File: src/eth_phy_tx_defines.svh
// Widths, gearbox sequence length and reset timing for the TX GT control
`ifndef ETH_PHY_TX_DEFINES_SVH
`define ETH_PHY_TX_DEFINES_SVH

// MAC side data word
`define DATA_W 32

// 64b/66b sync header as driven by the MAC
`define HDR_W 2

// Header port width at the GT
`define GT_HDR_W 6

// Gearbox and sequence counters
`define SEQ_W 7
`define SEQ_LEN 66

// GT TX reset hold after PLL lock
`define GT_RESET_CYCLES 16

// Depth of the tx_rst_out release chain
`define RST_SYNC_STAGES 4

`endif
File: src/eth_phy_tx_pkg.sv
// Vector types and reset sequencer state encoding for the TX GT control
`include "eth_phy_tx_defines.svh"

package eth_phy_tx_pkg;

    // MAC data word and sync header
    typedef logic [`DATA_W-1:0] data_word_t;
    typedef logic [`HDR_W-1:0] sync_hdr_t;

    // Header as presented to the GT
    typedef logic [`GT_HDR_W-1:0] gt_hdr_t;

    // Gearbox pacing and TX sequence counts
    typedef logic [`SEQ_W-1:0] seq_cnt_t;

    // TX reset sequencer states
    typedef enum logic [1:0] {
        WAIT_LOCK,
        GT_RESET,
        WAIT_DONE,
        READY
    } reset_state_t;

endpackage

File: src/eth_phy_tx_gt_ctrl.sv
// Top level of the TX GT control with reset sequencer, gearbox sequencer and GT port
`timescale 1ns/1ps

module eth_phy_tx_gt_ctrl (
    input  logic                       tx_clk,
    input  logic                       reset,

    // PLL and GT reset handshake
    input  logic                       qpll_lock,
    input  logic                       gt_tx_reset_done,
    output logic                       gt_tx_reset,
    output logic                       gt_tx_userrdy,

    // MAC side
    input  eth_phy_tx_pkg::data_word_t serdes_tx_data,
    input  eth_phy_tx_pkg::sync_hdr_t  serdes_tx_hdr,
    input  logic                       serdes_tx_gbx_sync,
    output logic                       serdes_tx_gbx_req_sync,
    output logic                       serdes_tx_gbx_req_stall,

    // GT transmit port
    output eth_phy_tx_pkg::data_word_t gt_txdata,
    output eth_phy_tx_pkg::gt_hdr_t    gt_txheader,
    output eth_phy_tx_pkg::seq_cnt_t   gt_txsequence,

    output logic                       tx_rst_out
);

    logic tx_ready;
    eth_phy_tx_pkg::seq_cnt_t seq_count;

    assign gt_tx_userrdy = tx_ready;

    tx_reset_seq reset_seq_inst (
        .tx_clk(tx_clk),
        .reset(reset),
        .qpll_lock(qpll_lock),
        .gt_tx_reset_done(gt_tx_reset_done),
        .gt_tx_reset(gt_tx_reset),
        .gt_tx_userrdy(tx_ready)
    );

    tx_gbx_seq_gen gbx_seq_inst (
        .tx_clk(tx_clk),
        .reset(reset),
        .serdes_tx_gbx_sync(serdes_tx_gbx_sync),
        .serdes_tx_gbx_req_sync(serdes_tx_gbx_req_sync),
        .serdes_tx_gbx_req_stall(serdes_tx_gbx_req_stall),
        .seq_count(seq_count)
    );

    // Data and header go straight from the MAC to the GT port registers
    tx_gt_port gt_port_inst (
        .tx_clk(tx_clk),
        .reset(reset),
        .tx_ready(tx_ready),
        .serdes_tx_data(serdes_tx_data),
        .serdes_tx_hdr(serdes_tx_hdr),
        .seq_count(seq_count),
        .gt_txdata(gt_txdata),
        .gt_txheader(gt_txheader),
        .gt_txsequence(gt_txsequence),
        .tx_rst_out(tx_rst_out)
    );

endmodule

File: src/tx_gt_port.sv
// Registered GT transmit outputs with ready gating and tx_rst_out release chain
`timescale 1ns/1ps
`include "eth_phy_tx_defines.svh"

module tx_gt_port (
    input  logic                       tx_clk,
    input  logic                       reset,
    input  logic                       tx_ready,
    input  eth_phy_tx_pkg::data_word_t serdes_tx_data,
    input  eth_phy_tx_pkg::sync_hdr_t  serdes_tx_hdr,
    input  eth_phy_tx_pkg::seq_cnt_t   seq_count,
    output eth_phy_tx_pkg::data_word_t gt_txdata,
    output eth_phy_tx_pkg::gt_hdr_t    gt_txheader,
    output eth_phy_tx_pkg::seq_cnt_t   gt_txsequence,
    output logic                       tx_rst_out
);

    eth_phy_tx_pkg::gt_hdr_t hdr_ext;
    eth_phy_tx_pkg::seq_cnt_t seq_half;
    logic [`RST_SYNC_STAGES-1:0] rst_sync;

    // Sync header sits in the low bits of the GT header
    assign hdr_ext = {{(`GT_HDR_W - `HDR_W){1'b0}}, serdes_tx_hdr};

    // GT counts 64-bit blocks of two 32-bit words each
    assign seq_half = {1'b0, seq_count[`SEQ_W-1:1]};

    always_ff @(posedge tx_clk) begin
        if (tx_ready) begin
            gt_txdata <= serdes_tx_data;
            gt_txheader <= hdr_ext;
            gt_txsequence <= seq_half;
        end else begin
            gt_txdata <= '0;
            gt_txheader <= '0;
            gt_txsequence <= '0;
        end
    end

    // Asserts at once on not-ready and releases after the full chain
    always_ff @(posedge tx_clk) begin
        if (reset || !tx_ready) begin
            rst_sync <= '1;
        end else begin
            rst_sync <= {rst_sync[`RST_SYNC_STAGES-2:0], 1'b0};
        end
    end

    assign tx_rst_out = rst_sync[`RST_SYNC_STAGES-1];

endmodule

File: src/tx_gbx_seq_gen.sv
// Gearbox sync/stall request generator and realignable TX sequence counter
`timescale 1ns/1ps
`include "eth_phy_tx_defines.svh"

module tx_gbx_seq_gen (
    input  logic                     tx_clk,
    input  logic                     reset,
    input  logic                     serdes_tx_gbx_sync,
    output logic                     serdes_tx_gbx_req_sync,
    output logic                     serdes_tx_gbx_req_stall,
    output eth_phy_tx_pkg::seq_cnt_t seq_count
);

    localparam eth_phy_tx_pkg::seq_cnt_t SEQ_LAST = eth_phy_tx_pkg::seq_cnt_t'(`SEQ_LEN - 1);
    localparam eth_phy_tx_pkg::seq_cnt_t STALL_FIRST = eth_phy_tx_pkg::seq_cnt_t'(2);
    localparam eth_phy_tx_pkg::seq_cnt_t STALL_LAST = eth_phy_tx_pkg::seq_cnt_t'(1);

    eth_phy_tx_pkg::seq_cnt_t gen_cnt;

    // Stalls land on cycles 64 and 65 of each 66 cycle frame
    always_ff @(posedge tx_clk) begin
        if (reset) begin
            gen_cnt <= '0;
            serdes_tx_gbx_req_sync <= 1'b0;
            serdes_tx_gbx_req_stall <= 1'b0;
        end else begin
            serdes_tx_gbx_req_sync <= 1'b0;
            serdes_tx_gbx_req_stall <= 1'b0;

            if (gen_cnt == '0) begin
                gen_cnt <= SEQ_LAST;
                serdes_tx_gbx_req_sync <= 1'b1;
            end else begin
                gen_cnt <= gen_cnt - 1'b1;
            end

            if (gen_cnt == STALL_FIRST || gen_cnt == STALL_LAST) begin
                serdes_tx_gbx_req_stall <= 1'b1;
            end
        end
    end

    // TX sequence realigned by the MAC
    always_ff @(posedge tx_clk) begin
        if (reset) begin
            seq_count <= '0;
        end else if (serdes_tx_gbx_sync) begin
            seq_count <= eth_phy_tx_pkg::seq_cnt_t'(1);
        end else if (seq_count == SEQ_LAST) begin
            seq_count <= '0;
        end else begin
            seq_count <= seq_count + 1'b1;
        end
    end

endmodule

File: src/tx_reset_seq.sv
// Transmit reset sequencer with PLL lock wait, timed GT TX reset, reset-done wait and user-ready
`timescale 1ns/1ps
`include "eth_phy_tx_defines.svh"

module tx_reset_seq (
    input  logic tx_clk,
    input  logic reset,
    input  logic qpll_lock,
    input  logic gt_tx_reset_done,
    output logic gt_tx_reset,
    output logic gt_tx_userrdy
);

    localparam int CNT_W = $clog2(`GT_RESET_CYCLES);
    localparam logic [CNT_W-1:0] HOLD_LAST = CNT_W'(`GT_RESET_CYCLES - 1);

    eth_phy_tx_pkg::reset_state_t state;
    eth_phy_tx_pkg::reset_state_t state_next;
    logic [CNT_W-1:0] hold_cnt;

    always_comb begin
        state_next = state;
        case (state)
            eth_phy_tx_pkg::WAIT_LOCK: begin
                if (qpll_lock) begin
                    state_next = eth_phy_tx_pkg::GT_RESET;
                end
            end
            eth_phy_tx_pkg::GT_RESET: begin
                if (hold_cnt == '0) begin
                    state_next = eth_phy_tx_pkg::WAIT_DONE;
                end
            end
            eth_phy_tx_pkg::WAIT_DONE: begin
                if (gt_tx_reset_done) begin
                    state_next = eth_phy_tx_pkg::READY;
                end
            end
            eth_phy_tx_pkg::READY: begin
                state_next = eth_phy_tx_pkg::READY;
            end
            default: begin
                state_next = eth_phy_tx_pkg::WAIT_LOCK;
            end
        endcase

        // Losing lock restarts the whole sequence
        if (!qpll_lock) begin
            state_next = eth_phy_tx_pkg::WAIT_LOCK;
        end
    end

    always_ff @(posedge tx_clk) begin
        if (reset) begin
            state <= eth_phy_tx_pkg::WAIT_LOCK;
            hold_cnt <= HOLD_LAST;
        end else begin
            state <= state_next;

            // Reloaded outside GT_RESET so the hold always lasts the full count
            if (state != eth_phy_tx_pkg::GT_RESET) begin
                hold_cnt <= HOLD_LAST;
            end else if (hold_cnt != '0) begin
                hold_cnt <= hold_cnt - 1'b1;
            end
        end
    end

    // GT reset held until the hold timer expires
    assign gt_tx_reset = (state == eth_phy_tx_pkg::WAIT_LOCK) ||
                         (state == eth_phy_tx_pkg::GT_RESET);
    assign gt_tx_userrdy = (state == eth_phy_tx_pkg::READY);

endmodule

File: config.mk
export PLATFORM = sky130hd
export DESIGN_NAME = eth_phy_tx_gt_ctrl
export DESIGN_NICKNAME = d
export VERILOG_FILES = /design/src/eth_phy_tx_pkg.sv /design/src/eth_phy_tx_gt_ctrl.sv /design/src/tx_gt_port.sv /design/src/tx_gbx_seq_gen.sv /design/src/tx_reset_seq.sv
export VERILOG_INCLUDE_DIRS = /design/src
export SDC_FILE = /design/constraint.sdc
export NUM_CORES = 1
export LEC_CHECK = 0
export BUFFER_PORTS_ARGS = -buffer_cell sky130_fd_sc_hd__buf_4
export CAP_MARGIN = 10
export CORE_MARGIN = 2
export CORE_UTILIZATION = 42
export DETAILED_ROUTE_END_ITERATION = 10
export MAX_ROUTING_LAYER = met4
export PLACE_DENSITY = 0.83
export SLEW_MARGIN = 10
export SYNTH_ARGS = -nofsm -noshare
export SYNTH_HDL_FRONTEND = slang
export SYNTH_SLANG_ARGS = --single-unit
File: constraint.sdc
create_clock -name tx_clk -period 1.5 [get_ports tx_clk]
set_clock_uncertainty 0.15 [all_clocks]
set_input_delay 0 -clock tx_clk [delete_from_list [all_inputs] [get_ports tx_clk]]
set_output_delay 0 -clock tx_clk [all_outputs]
set_load 0.02 [all_outputs]
Yosys cells after proc, flatten, opt, wreduce, memory -nomap -nowiden. Cells that the tools add are included.

Register bits: 71. Input port bits: 39. Output and inout bits: 50.

$add $sub $neg: 3. Equal/unequal tests: 9. Mux-type cells: 9. Bitwise gates (word level): 1. Reduce and logical (&&, ||, !) cells: 13.

Operators by type and width (number): $pmux 2 s4 (1); $add 7x1->7 const B (1); $eq 7x1->1 const B (1); $eq 7x2->1 const B (1); $eq 7x7->1 const B (1); $logic_not 7->1 (1); $mux 7 (1); $sub 7x1->7 const B (1); $reduce_or 2->1 (3); $mux 1 (5); $eq 2x2->1 const B (2); $logic_not 4->1 (1); $mux 2 (2); $ne 2x1->1 const B (2); $reduce_bool 4->1 (1); $sub 4x1->4 const B (1); $logic_or 1x1->1 (3); $reduce_or 3->1 (1); $eq 2x1->1 const B (1); $logic_not 2->1 (1); $ne 2x2->1 const B (1); $reduce_and 2->1 (1); $logic_not 1->1 (1); $not 1->1 (1).

Depth between registers and ports, before layout. Gate-level depths: netlist of the first run.

Depth in word-level cells: 4. Depth in mapped cells: 5. Mapped depth without buffers: 5.

By module. A second synthesis of the first run with hierarchy kept.

Cells, all modules: 201. Area total of the unflattened synthesis: 2219.6 um^2.

Modules (own cells, without submodules): tx_gt_port (instances 1, cells an instance 98, area an instance 1226.2 um^2); tx_gbx_seq_gen (instances 1, cells an instance 74, area an instance 708.2 um^2); tx_reset_seq (instances 1, cells an instance 29, area an instance 285.3 um^2).

Least setup slack after synthesis of the first run. Ideal clock, no wire load.

Path kind: register -> register. From: register gbx_seq_inst.gen_cnt[0]. To: register gbx_seq_inst.gen_cnt[0]. Setup time: 0.067 ns. Arrival: 1.425 ns. Data required time: 1.283 ns. Path slack: -0.142 ns. Cell stages (with the launch flop): 6. Cell sequence: dfxtp_1 -> inv_1 -> ha_1 -> or3b_4 -> or3_4 -> a21oi_2.

Word-level cells in the longest chain between the ends: 2. Elaborated cells between the ends (all ways): 3. Classes of those cells: add/sub (1); mux (1); reduce/logical (1).

RTL lines: start: declaration (RTL line tx_gbx_seq_gen.sv:18) `eth_phy_tx_pkg::seq_cnt_t gen_cnt;`; start signal: assignment (RTL line tx_gbx_seq_gen.sv:34) `gen_cnt <= gen_cnt - 1'b1;`; $sub 7x1->7 or $logic_not 7->1 (tied branches) (RTL line tx_gbx_seq_gen.sv:34, tx_gbx_seq_gen.sv:30); $mux 7 * (RTL line tx_gbx_seq_gen.sv:30) `if (gen_cnt == '0) begin`.

Every way passes the cells marked *; elsewhere a longest branch is shown, timed or not. A chain may end at the register's enable or synchronous reset.

Worst setup path after layout of the first run.
From: register gbx_seq_inst.gen_cnt[1]. To: register gbx_seq_inst.gen_cnt[0].

Word-level cells in the longest chain between the ends: 2.

RTL lines (RTL line): $logic_not 7->1 (tx_gbx_seq_gen.sv:30); $mux 7 (tx_gbx_seq_gen.sv:30).

No other way between the ends.

==> metrics, run 1 <==
GP Congestion=between 0.7 and 0.8; largest net degree at the start of global routing=23; total wire length=around 5800 µm; maximum clock frequency=slightly above 600 MHz; DR iter-0 viols=roughly 70; outcome=finished, violations left; Post-DP Area=between 0.002 and 0.003 mm²; post-synthesis cell type count=34; Seq/Total Area, Yosys=60.48%; die width=76.12 µm; Setup-failing EPs final=7; Crit Path Category=flip-flop to flip-flop; nets@finish=388; Design Area, Final=0.003611 mm²; CP Capture Type=flip-flop; leakage power=around 0.0018 µW; hpwl dp=roughly 3400 µm; CTS sink cnt=66; Final Non-Filler Cells=approximately 420; violated checks=setup timing; worst skew pair latency=around 0.33 ns; initial core utilization=43.05%; Syn Inst Count=204; worst path required time=around 1.6 ns; Vias per Instance=around 4.6; worst-path maximum fanout=4; core footprint=0.005075 mm²; CTS tree=built; antenna-violating nets left=0; Layout area overhead=65.29%; TNS Setup=-0.4995 ns; Synth Area per Inst=around 11 µm²; Ys Warns=0; max-cap violations=0; Min-Delay Path Depth=1; die height=~76 µm; Final Hold Vio Count=0; Worst Reg-to-Reg Cells=5; TritonCTS Buffers=9; Fillers=around 360; Slew Limit Fails=0; clock-pin slew on the worst setup and hold paths=0.07 ns; worst min path class=flip-flop to flip-flop; crit path time final=about 1.6 ns; antenna violations before repair=0; Antenna Cells=0; critical path startpoint category=flip-flop; CP Data Arrival Time=approximately 1.7 ns; Total GRT Usage=between 20% and 30%; maximum vdd drop=~1000 µV; first-pass GRT wire length=9597 µm; H-tree Lvls=3; gr ovfl total=0; CTS Root Cell=clkbuf_8; final worst slack=-0.1112 ns; PortBufs=just over 80; # DRC=0; mapped cell area=about 0.0022 mm²; via count=1925; clock buffer depth=2; I/O pins=89; # rows=26; vias in the first global route=between 1500 and 2000; WL per Instance=approximately 14 µm; fraction of layout instances using a drive strength above 1=about 40%; die area=about 0.0058 mm²; Place WS=-0.1314 ns; Initial DRT Pass Iterations=4; PD cells=1172 mW/mm²; Final period util=107.4%; RSZ-0062 raised after global routing=yes; fin util=71.15%; dpl cells=about 360; Yosys reg bits=66
==> metrics by stage <==
step | power (µW) | hold slack [ns]
after global routing | 4452 | 0.2856
after detailed placement | 2760 | 0.08295
after floorplan | 2434 | 0.001527
after CTS | 4165 | 0.2648
after global placement | 2732 | 0.07401
final | 4232 | 0.2649
==> sequential cells by signal (all words and copies together), names as in the netlist <==
| signal | count |
|---|---|
| gt_port_inst.rst_sync | 4 |
| gbx_seq_inst.serdes_tx_gbx_req_sync | 1 |
| reset_seq_inst.state | 2 |
| gbx_seq_inst.serdes_tx_gbx_req_stall | 1 |
| gbx_seq_inst.seq_count | 7 |
| gbx_seq_inst.gen_cnt | 7 |
| gt_port_inst.gt_txsequence | 6 |
| reset_seq_inst.hold_cnt | 4 |
| gt_port_inst.gt_txheader | 2 |
| gt_port_inst.gt_txdata | 32 |
==> power breakdown <==
group          leakage (µW)  total, µW  internal, µW  switching (µW)
Combinational       0.00116        994           555             438
Clock             0.0000851       1280           636             640
Sequential         0.000536       1960          1870            95.7
==> logic make-up (layout without fill, tap and decap cells) <==
| kind of cell | count (synthesis) | in the layout | synth area share, % |
|---|---|---|---|
| AND/OR/NAND/NOR | 83 | 83 | 22.39 |
| flip-flops | 66 | 66 | 60.48 |
| buffers and inverters | 23 | 163 | 4.811 |
| AO/OA/AOI/OAI | 16 | 16 | 4.925 |
| XOR/XNOR | 7 | 7 | 2.806 |
| adder cells (fa/ha/maj) | 6 | 6 | 3.436 |
| multiplexers | 2 | 2 | 0.9736 |
| other | 1 | 5 | 0.1717 |
==> synthesized netlist by cell type <==
master / count / area (µm²)
dfxtp_1: 66 / 1321
or3_1: 5 / 31.28
nand2_1: 8 / 30.03
or3b_4: 1 / 11.26
xnor2_1: 3 / 26.28
a21oi_2: 1 / 8.760
nor4_1: 2 / 12.51
o21ai_1: 1 / 5.000
a311oi_1: 1 / 8.760
nor3_1: 2 / 10.01
nand2b_1: 2 / 12.51
o211ai_2: 1 / 12.51
ha_1: 6 / 75.07
or4b_1: 1 / 10.01
o31ai_2: 1 / 12.51
mux2i_1: 1 / 10.01
o21ai_0: 3 / 15.01
nor2_1: 12 / 45.04
buf_4: 5 / 37.54
o21bai_1: 1 / 7.510
a21oi_1: 6 / 30.03
nand3_1: 4 / 20.02
mux2_2: 1 / 11.26
inv_1: 9 / 33.78
and3_1: 40 / 250.2
or4_1: 1 / 7.510
xor2_1: 4 / 35.03
or3_4: 2 / 22.52
o31ai_1: 1 / 7.510
nand3b_1: 1 / 7.510
clkbuf_1: 9 / 33.78
conb_1: 1 / 3.750
nor3b_2: 1 / 12.51
or2_2: 1 / 6.260
==> placed cells by master (no fill, tap or decap), types with 2 or more instances in the layout <==
cell type	n
buf_4	100
dfxtp_1	62
and3_1	40
dlygate4sd3_1	38
nor2_1	12
clkbuf_8	10
nand2_1	8
inv_1	7
or3_1	5
a21oi_2	5
conb_1	5
nand3_1	4
xor2_1	4
ha_1	4
dfxtp_2	4
o21ai_0	3
xnor2_1	3
clkinv_2	3
inv_2	2
or3_4	2
nor3_1	2
a21oi_1	2
nand2b_1	2
clkinvlp_4	2
==> repair_timing <==
action                                  in CTS  in global routing
endpoints found under the hold margin       51                  0
resized for setup                            3                 12
pin swaps                                    7                  6
hold buffers                                38                  0
endpoints found under the setup margin      14                 16
buffers inserted                             1                  1
==> worst max-delay path, cell delays in order, from the launching register on <==
cell and delay, ns:
dfxtp_2 0.32, inv_2 0.07, ha_4 0.13, or3b_4 0.41, or3_4 0.35, a21oi_2 0.11
==> path summary, 6_finish.rpt <==
path | end | startpoint | slack (ns)
setup / recovery | gbx_seq_inst.gen_cnt[0]$_SDFF_PP0_ | gbx_seq_inst.gen_cnt[1]$_SDFF_PP0_ | -0.11
hold / removal | gt_port_inst.rst_sync[1]$_SDFF_PP1_ | gt_port_inst.rst_sync[0]$_DFF_P_ | 0.26
setup reg to reg | gbx_seq_inst.gen_cnt[0]$_SDFF_PP0_ | gbx_seq_inst.gen_cnt[1]$_SDFF_PP0_ | -0.11
hold reg to reg | gt_port_inst.rst_sync[1]$_SDFF_PP1_ | gt_port_inst.rst_sync[0]$_DFF_P_ | 0.26
==> layout make-up <==
class | count | area (µm²) | share of cell area, %
repair buffers | 138 | 1131 | 31.32
inverters | 9 | 33.78 | 0.9356
multi-input cells | 119 | 860.8 | 23.84
clock inverters | 5 | 30.03 | 0.8316
well taps | 70 | 87.58 | 2.426
flip-flops and latches | 66 | 1326 | 36.73
clock buffers | 11 | 141.4 | 3.915
==> metal layers <==
| metal | up-vias | track usage [%] | share of wire [%] | wire length (µm) |
|---|---|---|---|---|
| li1 | 957 | - | - | - |
| met1 | 883 | 24.62 | 42 | 2476 |
| met2 | 70 | 35.54 | 49 | 2856 |
| met3 | 15 | 5.924 | 6.2 | 361 |
| met4 | 0 | 10.36 | 2.6 | 154 |
| met5 | - | - | 0 | 0 |
(Power assumes the default switching activity.)
==> inputs of run 2 (changes only) <==
- PLACE_DENSITY: 0.83 -> 0.84
==> run 2 against run 1 <==
The flow still finishes with violations (setup timing). Design area increased by 0.45%. Hold slack improved by 0.0029 ns. Core utilization increased by 0.32 points. Final cell count increased by 0.24%. Combinational power decreased by 3.6%. Total power increased by 3.8%. Routed wire length increased by 0.24%. Critical path depth unchanged. Clock power increased by 16%. Critical path type unchanged. Fmax decreased by 0.46%.
==> metrics, run 2 (same netlist as run 1, synthesis figures left out) <==
# DRC=0 (unchanged); CTS tree=built; initial core utilization=43.05% (unchanged); Min-Delay Path Depth=1 (unchanged); Pwr Total=4394 µW (+3.8%); antenna violations before repair=0 (unchanged); fraction of layout instances using a drive strength above 1=39.54% (-0.98 points); critical hold path startpoint=gt_port_inst.rst_sync[0]$_DFF_P_; TritonCTS Buffers=9 (unchanged); Total GRT Usage=21.63% (about the same); reg-to-reg endpoint=gbx_seq_inst.gen_cnt[0]$_SDFF_PP0_; Vias per Instance=4.599 (-0.14%); H-tree Lvls=3 (unchanged); worst min path class=flip-flop to flip-flop; violated checks=setup timing; clock-pin slew on the worst setup and hold paths=0.07 ns (about the same); Antenna Cells=0 (unchanged); Endpoint, Worst Hold=gt_port_inst.rst_sync[1]$_SDFF_PP1_; CTS sink cnt=66 (unchanged); worst skew pair latency=0.32 ns (about the same); commonest non-fill, non-tap cell in the layout=buf_4; flop2flop setup slack=-0.12 ns (about the same); clock buffer depth=2 (unchanged); CP Data Arrival Time=1.73 ns (about the same); top flop regs=gt_port_inst.gt_txdata: 32 flops, gbx_seq_inst.gen_cnt: 7 flops, gbx_seq_inst.seq_count: 7 flops; top sig layer=met4; Final Hold Vio Count=0 (unchanged); die height=76.12 µm (unchanged); Top reg by flops=gt_port_inst.gt_txdata; antenna-violating nets left=0 (unchanged); fin util=71.47% (+0.32 points); Setup-failing EPs final=8 (+1); worst path required time=1.61 ns (about the same); RSZ-0062 raised after global routing=yes; outcome=finished, violations left; gr ovfl total=0 (unchanged); Layout area overhead=66.04%; first-pass GRT wire length=9591 µm (about the same); nets@finish=389 (+0.26%); Routed met2 length=2979 µm (+4.3%); met3 routed WL=377 µm (+4.4%); Worst Reg-to-Reg Cells=5 (unchanged); final worst slack=-0.1187 ns (-0.007499 ns); CTS Root Cell=clkbuf_8; Design Area, Final=0.003627 mm² (+0.45%); critical path startpoint category=flip-flop; Final period util=107.9% (+0.50 points); # rows=26 (unchanged); die area=0.005794 mm² (unchanged); max reg flops=32 (unchanged); I/O pins=89 (unchanged); largest net degree at the start of global routing=40 (+74%); CP Capture Type=flip-flop; Crit Path Category=flip-flop to flip-flop; Slew Limit Fails=0 (unchanged); die width=76.12 µm (unchanged); total wire length=5862 µm (+0.24%); Critical R2R Launch=gbx_seq_inst.gen_cnt[1]$_SDFF_PP0_; Place WS=-0.1873 ns (-0.05590 ns); worst-path maximum fanout=4 (unchanged); Post-DP Area=0.002963 mm² (-0.25%); core footprint=0.005075 mm² (unchanged); leakage power=0.001804 µW (+1.2%); PD cells=1211 mW/mm² (+3.4%); GP Congestion=0.7573 (-2.0%); via count=1927 (+0.10%); hpwl dp=3409 µm (-0.25%); PortBufs=83 (unchanged); M1 wire length=2404 µm (-2.9%); most frequent cells in the layout=buf_4 (101), dfxtp_1 (62), and3_1 (40); maximum clock frequency=617.8 MHz (-0.46%); maximum vdd drop=1142 µV (+13%); Initial DRT Pass Iterations=4 (unchanged); WL per Instance=13.99 µm (about the same); DR iter-0 viols=73 (+7.4%); crit path time final=1.619 ns (+0.007499 ns); max-cap violations=0 (unchanged); vias in the first global route=2038 (+7.6%)
==> run 2: metrics by stage <==
| step | TNS, ns | hold slack [ns] | cells |
|---|---|---|---|
| 6_report | -0.5608 | 0.2679 | 419 |
| 5_1_grt | -0.9944 | 0.2675 | 419 |
| 3_3_place_gp | -0.8583 | 0.07362 | 361 |
| 3_5_place_dp | -1.244 | 0.08239 | 361 |
| 2_1_floorplan | -0.4841 | 0.001527 | 208 |
| 4_1_cts | -0.8003 | 0.2649 | 417 |
==> run 2: area by class of cell <==
cell class | count | area (µm²)
Sequential cell | 66 | 1326
Inverter | 9 | 33.78
Clock inverter | 5 | 52.55
Tap cell | 70 | 87.58
Fill cell | 361 | 1448
Multi-Input combinational cell | 119 | 837.1
Clock buffer | 11 | 151.4
Timing Repair Buffer | 139 | 1139
==> run 2: metal layers <==
metal / vias to the layer above / GRT usage, %
li1: 962 / -
met3: 11 / 8.649
met2: 75 / 37.50
met1: 879 / 21.99
met5: - / -
met4: 0 / 8.364
==> run 2: power breakdown <==
part	switching, µW	leakage [µW]	internal (µW)
Clock	638	0.000105	849
Sequential	82.6	0.000536	1870
Combinational	407	0.00116	551
Total	1130	0.00180	3270
==> run 2: critical path, stage by stage, from the launching register on <==
cell	delay (ns)
dfxtp_2	0.33
inv_2	0.07
ha_4	0.13
or3b_4	0.41
or3_4	0.35
a21oi_2	0.11
==> run 2: what timing repair did <==
action	in CTS	in global routing
gates cloned	0	0
pin swaps	8	9
resized for setup	3	7
hold buffers	38	0
endpoints found under the hold margin	51	0
setup endpoints to repair	14	16
setup buffers	2	2
==> run 2: how the worst max path moves through the flow <==
stage | start | endpoint | slack [ns]
final | gbx_seq_inst.gen_cnt[1]$_SDFF_PP0_ | gbx_seq_inst.gen_cnt[0]$_SDFF_PP0_ | -0.12
after global routing | gbx_seq_inst.gen_cnt[1]$_SDFF_PP0_ | gbx_seq_inst.gen_cnt[6]$_SDFF_PP0_ | -0.17
after CTS | gbx_seq_inst.gen_cnt[1]$_SDFF_PP0_ | gbx_seq_inst.gen_cnt[0]$_SDFF_PP0_ | -0.12
after detailed placement | gbx_seq_inst.gen_cnt[1]$_SDFF_PP0_ | gbx_seq_inst.gen_cnt[2]$_SDFF_PP0_ | -0.19
after global placement | gbx_seq_inst.gen_cnt[1]$_SDFF_PP0_ | gbx_seq_inst.gen_cnt[3]$_SDFF_PP0_ | -0.13
after floorplan | gbx_seq_inst.gen_cnt[0]$_SDFF_PP0_ | gbx_seq_inst.gen_cnt[0]$_SDFF_PP0_ | -0.12
==> inputs of run 3 (changes only) <==
- CORE_UTILIZATION: 42 -> 47
- PLACE_DENSITY: 0.84 -> 0.88
- clock period: 1.5 -> 1.7 ns (I/O delays scaled with it)
==> run 3 against run 2 <==
Clock-buffer cell count is 1 lower. Worst setup slack better by 0.14 ns. Highest routed layer unchanged. Critical endpoint is now gbx_seq_inst.gen_cnt[5]$_SDFF_PP0_. Via count is 7.0% higher. Largest cell class unchanged. The flow now finishes without violations.
==> metrics, run 3 (same netlist as run 1, synthesis figures left out) <==
Buf/Inv on CP=1 (unchanged); Design Area, Final=0.003553 mm² (-2.0%); die area=0.005209 mm² (-10%); Total GRT Usage=30.06% (+8.4 points); die width=72.18 µm (-5.2%); maximum clock frequency=594.2 MHz (-3.8%); WL per Instance=18.87 µm (+35%); Switch Pwr=1050 µW (-6.9%); CTS sink cnt=66 (unchanged); worst min path class=input port to flip-flop; crit path time final=1.683 ns (+0.06429 ns); max-cap violations=0 (unchanged); commonest non-fill, non-tap cell in the layout=buf_4; Clk pwr share=37.3% (+3.5 points); outcome=finished clean; hpwl dp=3454 µm (+1.3%); TritonCTS Buffers=9 (unchanged); clock-pin slew on the worst setup and hold paths=0.07 ns (about the same); fraction of layout instances using a drive strength above 1=37.03% (-2.5 points); Vias per Instance=5.220 (+14%); largest net degree at the start of global routing=23 (-43%); PD cells=1118 mW/mm² (-7.7%); core footprint=0.004414 mm² (-13%); Net Sw Frac=26.43% (+0.77 points); DR iter-0 viols=170 (+130%); Final Hold Vio Count=0 (unchanged); # rows=24 (-7.7%); Top reg by flops=gt_port_inst.gt_txdata; Flop pwr share=43.8% (-0.6 points); critical path startpoint category=flip-flop; CP Data Arrival Time=1.80 ns (+0.07 ns); cell family with most CP delay=simple AND/OR/NAND/NOR gates; clock buffer depth=2 (unchanged); CTS Root Cell=clkbuf_8; Setup-failing EPs final=0 (-8); Hold WS=0.2632 ns (-0.004675 ns); leakage power=0.001757 µW (-2.6%); initial core utilization=49.49% (+6.4 points); CP Capture Type=flip-flop; Initial DRT Pass Iterations=4 (unchanged); gr ovfl total=0 (unchanged); die height=72.18 µm (-5.2%); # DRC=0 (unchanged); Crit Path Category=flip-flop to flip-flop; worst path required time=1.82 ns (+0.21 ns); Internal=2922 µW (-11%); Final period util=99.00% (-8.9 points); GP Congestion=0.7769 (+2.6%); via count=2062 (+7.0%); H-tree Lvls=3 (unchanged); first-pass GRT wire length=11230 µm (+17%); critical-path cell list=buf_4 -> or3_4 -> or4_1 -> a21oi_2; combinational fraction of design power=18.9% (-2.9 points); antenna-violating nets left=0 (unchanged); fin util=80.50% (+9.0 points); Slew Limit Fails=0 (unchanged); vias in the first global route=2107 (+3.4%); slowest CP cell=or4_1; max reg flops=32 (unchanged); most frequent cells in the layout=buf_4 (95), dfxtp_1 (64), and3_1 (40); nets@finish=383 (-1.5%); PortBufs=83 (unchanged); Layout area overhead=62.66%; Antenna Cells=0 (unchanged); Post-DP Area=0.002877 mm² (-2.9%); total wire length=7454 µm (+27%); Critical Path Max Stage Delay=0.45 ns (+0.04 ns); antenna violations before repair=0 (unchanged); I/O pins=89 (unchanged); worst-path maximum fanout=3 (-1); CTS tree=built; maximum vdd drop=885.6 µV (-22%); worst skew pair latency=0.34 ns (+0.02 ns); top flop regs=gt_port_inst.gt_txdata: 32 flops, gbx_seq_inst.gen_cnt: 7 flops, gbx_seq_inst.seq_count: 7 flops
-- run 3: cell types whose count changed in the layout (fill, tap and decap cells not counted), sizes merged --
| cell | before | now |
|---|---|---|
| clkinv | 3 | 1 |
| clkbuf | 11 | 10 |
| buf | 101 | 95 |
| inv | 9 | 10 |
| clkinvlp | 1 | 2 |
| bufinv | 1 | 2 |
-- run 3: routing by layer --
layer	track usage [%]	up-vias	share of wire [%]
met2	49.64	121	50
met5	-	-	0
met1	33.57	961	39
li1	-	955	-
met4	14.68	0	3.7
met3	8.056	25	7.7
-- run 3: worst register-to-register path: stages (launching register included) --
cell and delay [ns]:
dfxtp_2 0.33, buf_4 0.14, or3_4 0.40, or4_1 0.45, a21oi_2 0.15
-- run 3: final cells by class --
class                   count  area (µm²)
inverters                   9       33.78
clock inverters             6       88.84
multi-input cells         119       810.8
well taps                  52       65.06
fillers                   196       860.8
repair buffers            133        1094
clock buffers              10       137.6
flip-flops and latches     66        1324
-- run 3: power groups by stage --
stage	Clock [µW]	Combinational, µW	Sequential, µW
3_5_place_dp	0	527	1760
5_1_grt	1560	818	1750
6_report	1480	750	1740
4_1_cts	1480	643	1730
3_3_place_gp	0	510	1760
2_1_floorplan	0	348	1770
-- run 3: metrics by stage --
stage               setup slack, ns   TNS (ns)  cells  power, µW
floorplan                   0.05792          0    208       2116
CTS                       0.0005637          0    392       3850
global route              -0.006023  -0.007331    395       4130
finish                      0.01700          0    395       3971
global placement            0.05442          0    337       2266
detailed placement         -0.02451   -0.08197    337       2290
-- run 3: final timing paths --
kind	startpoint	end	slack (ns)	cells past startpoint
max	gbx_seq_inst.gen_cnt[1]$_SDFF_PP0_	gbx_seq_inst.gen_cnt[5]$_SDFF_PP0_	0.02	4
min	reset	gbx_seq_inst.gen_cnt[0]$_SDFF_PP0_	0.26	3
max reg2reg	gbx_seq_inst.gen_cnt[1]$_SDFF_PP0_	gbx_seq_inst.gen_cnt[5]$_SDFF_PP0_	0.02	4
min reg2reg	gt_port_inst.rst_sync[0]$_DFF_P_	gt_port_inst.rst_sync[1]$_SDFF_PP1_	0.27	1
-- run 3: timing repair --
item,in CTS,in global routing
hold buffers,38,0
setup endpoints to repair,7,7
hold endpoints to repair,52,0
pin swaps,0,3
buffers inserted,1,3
gates resized for setup,1,9
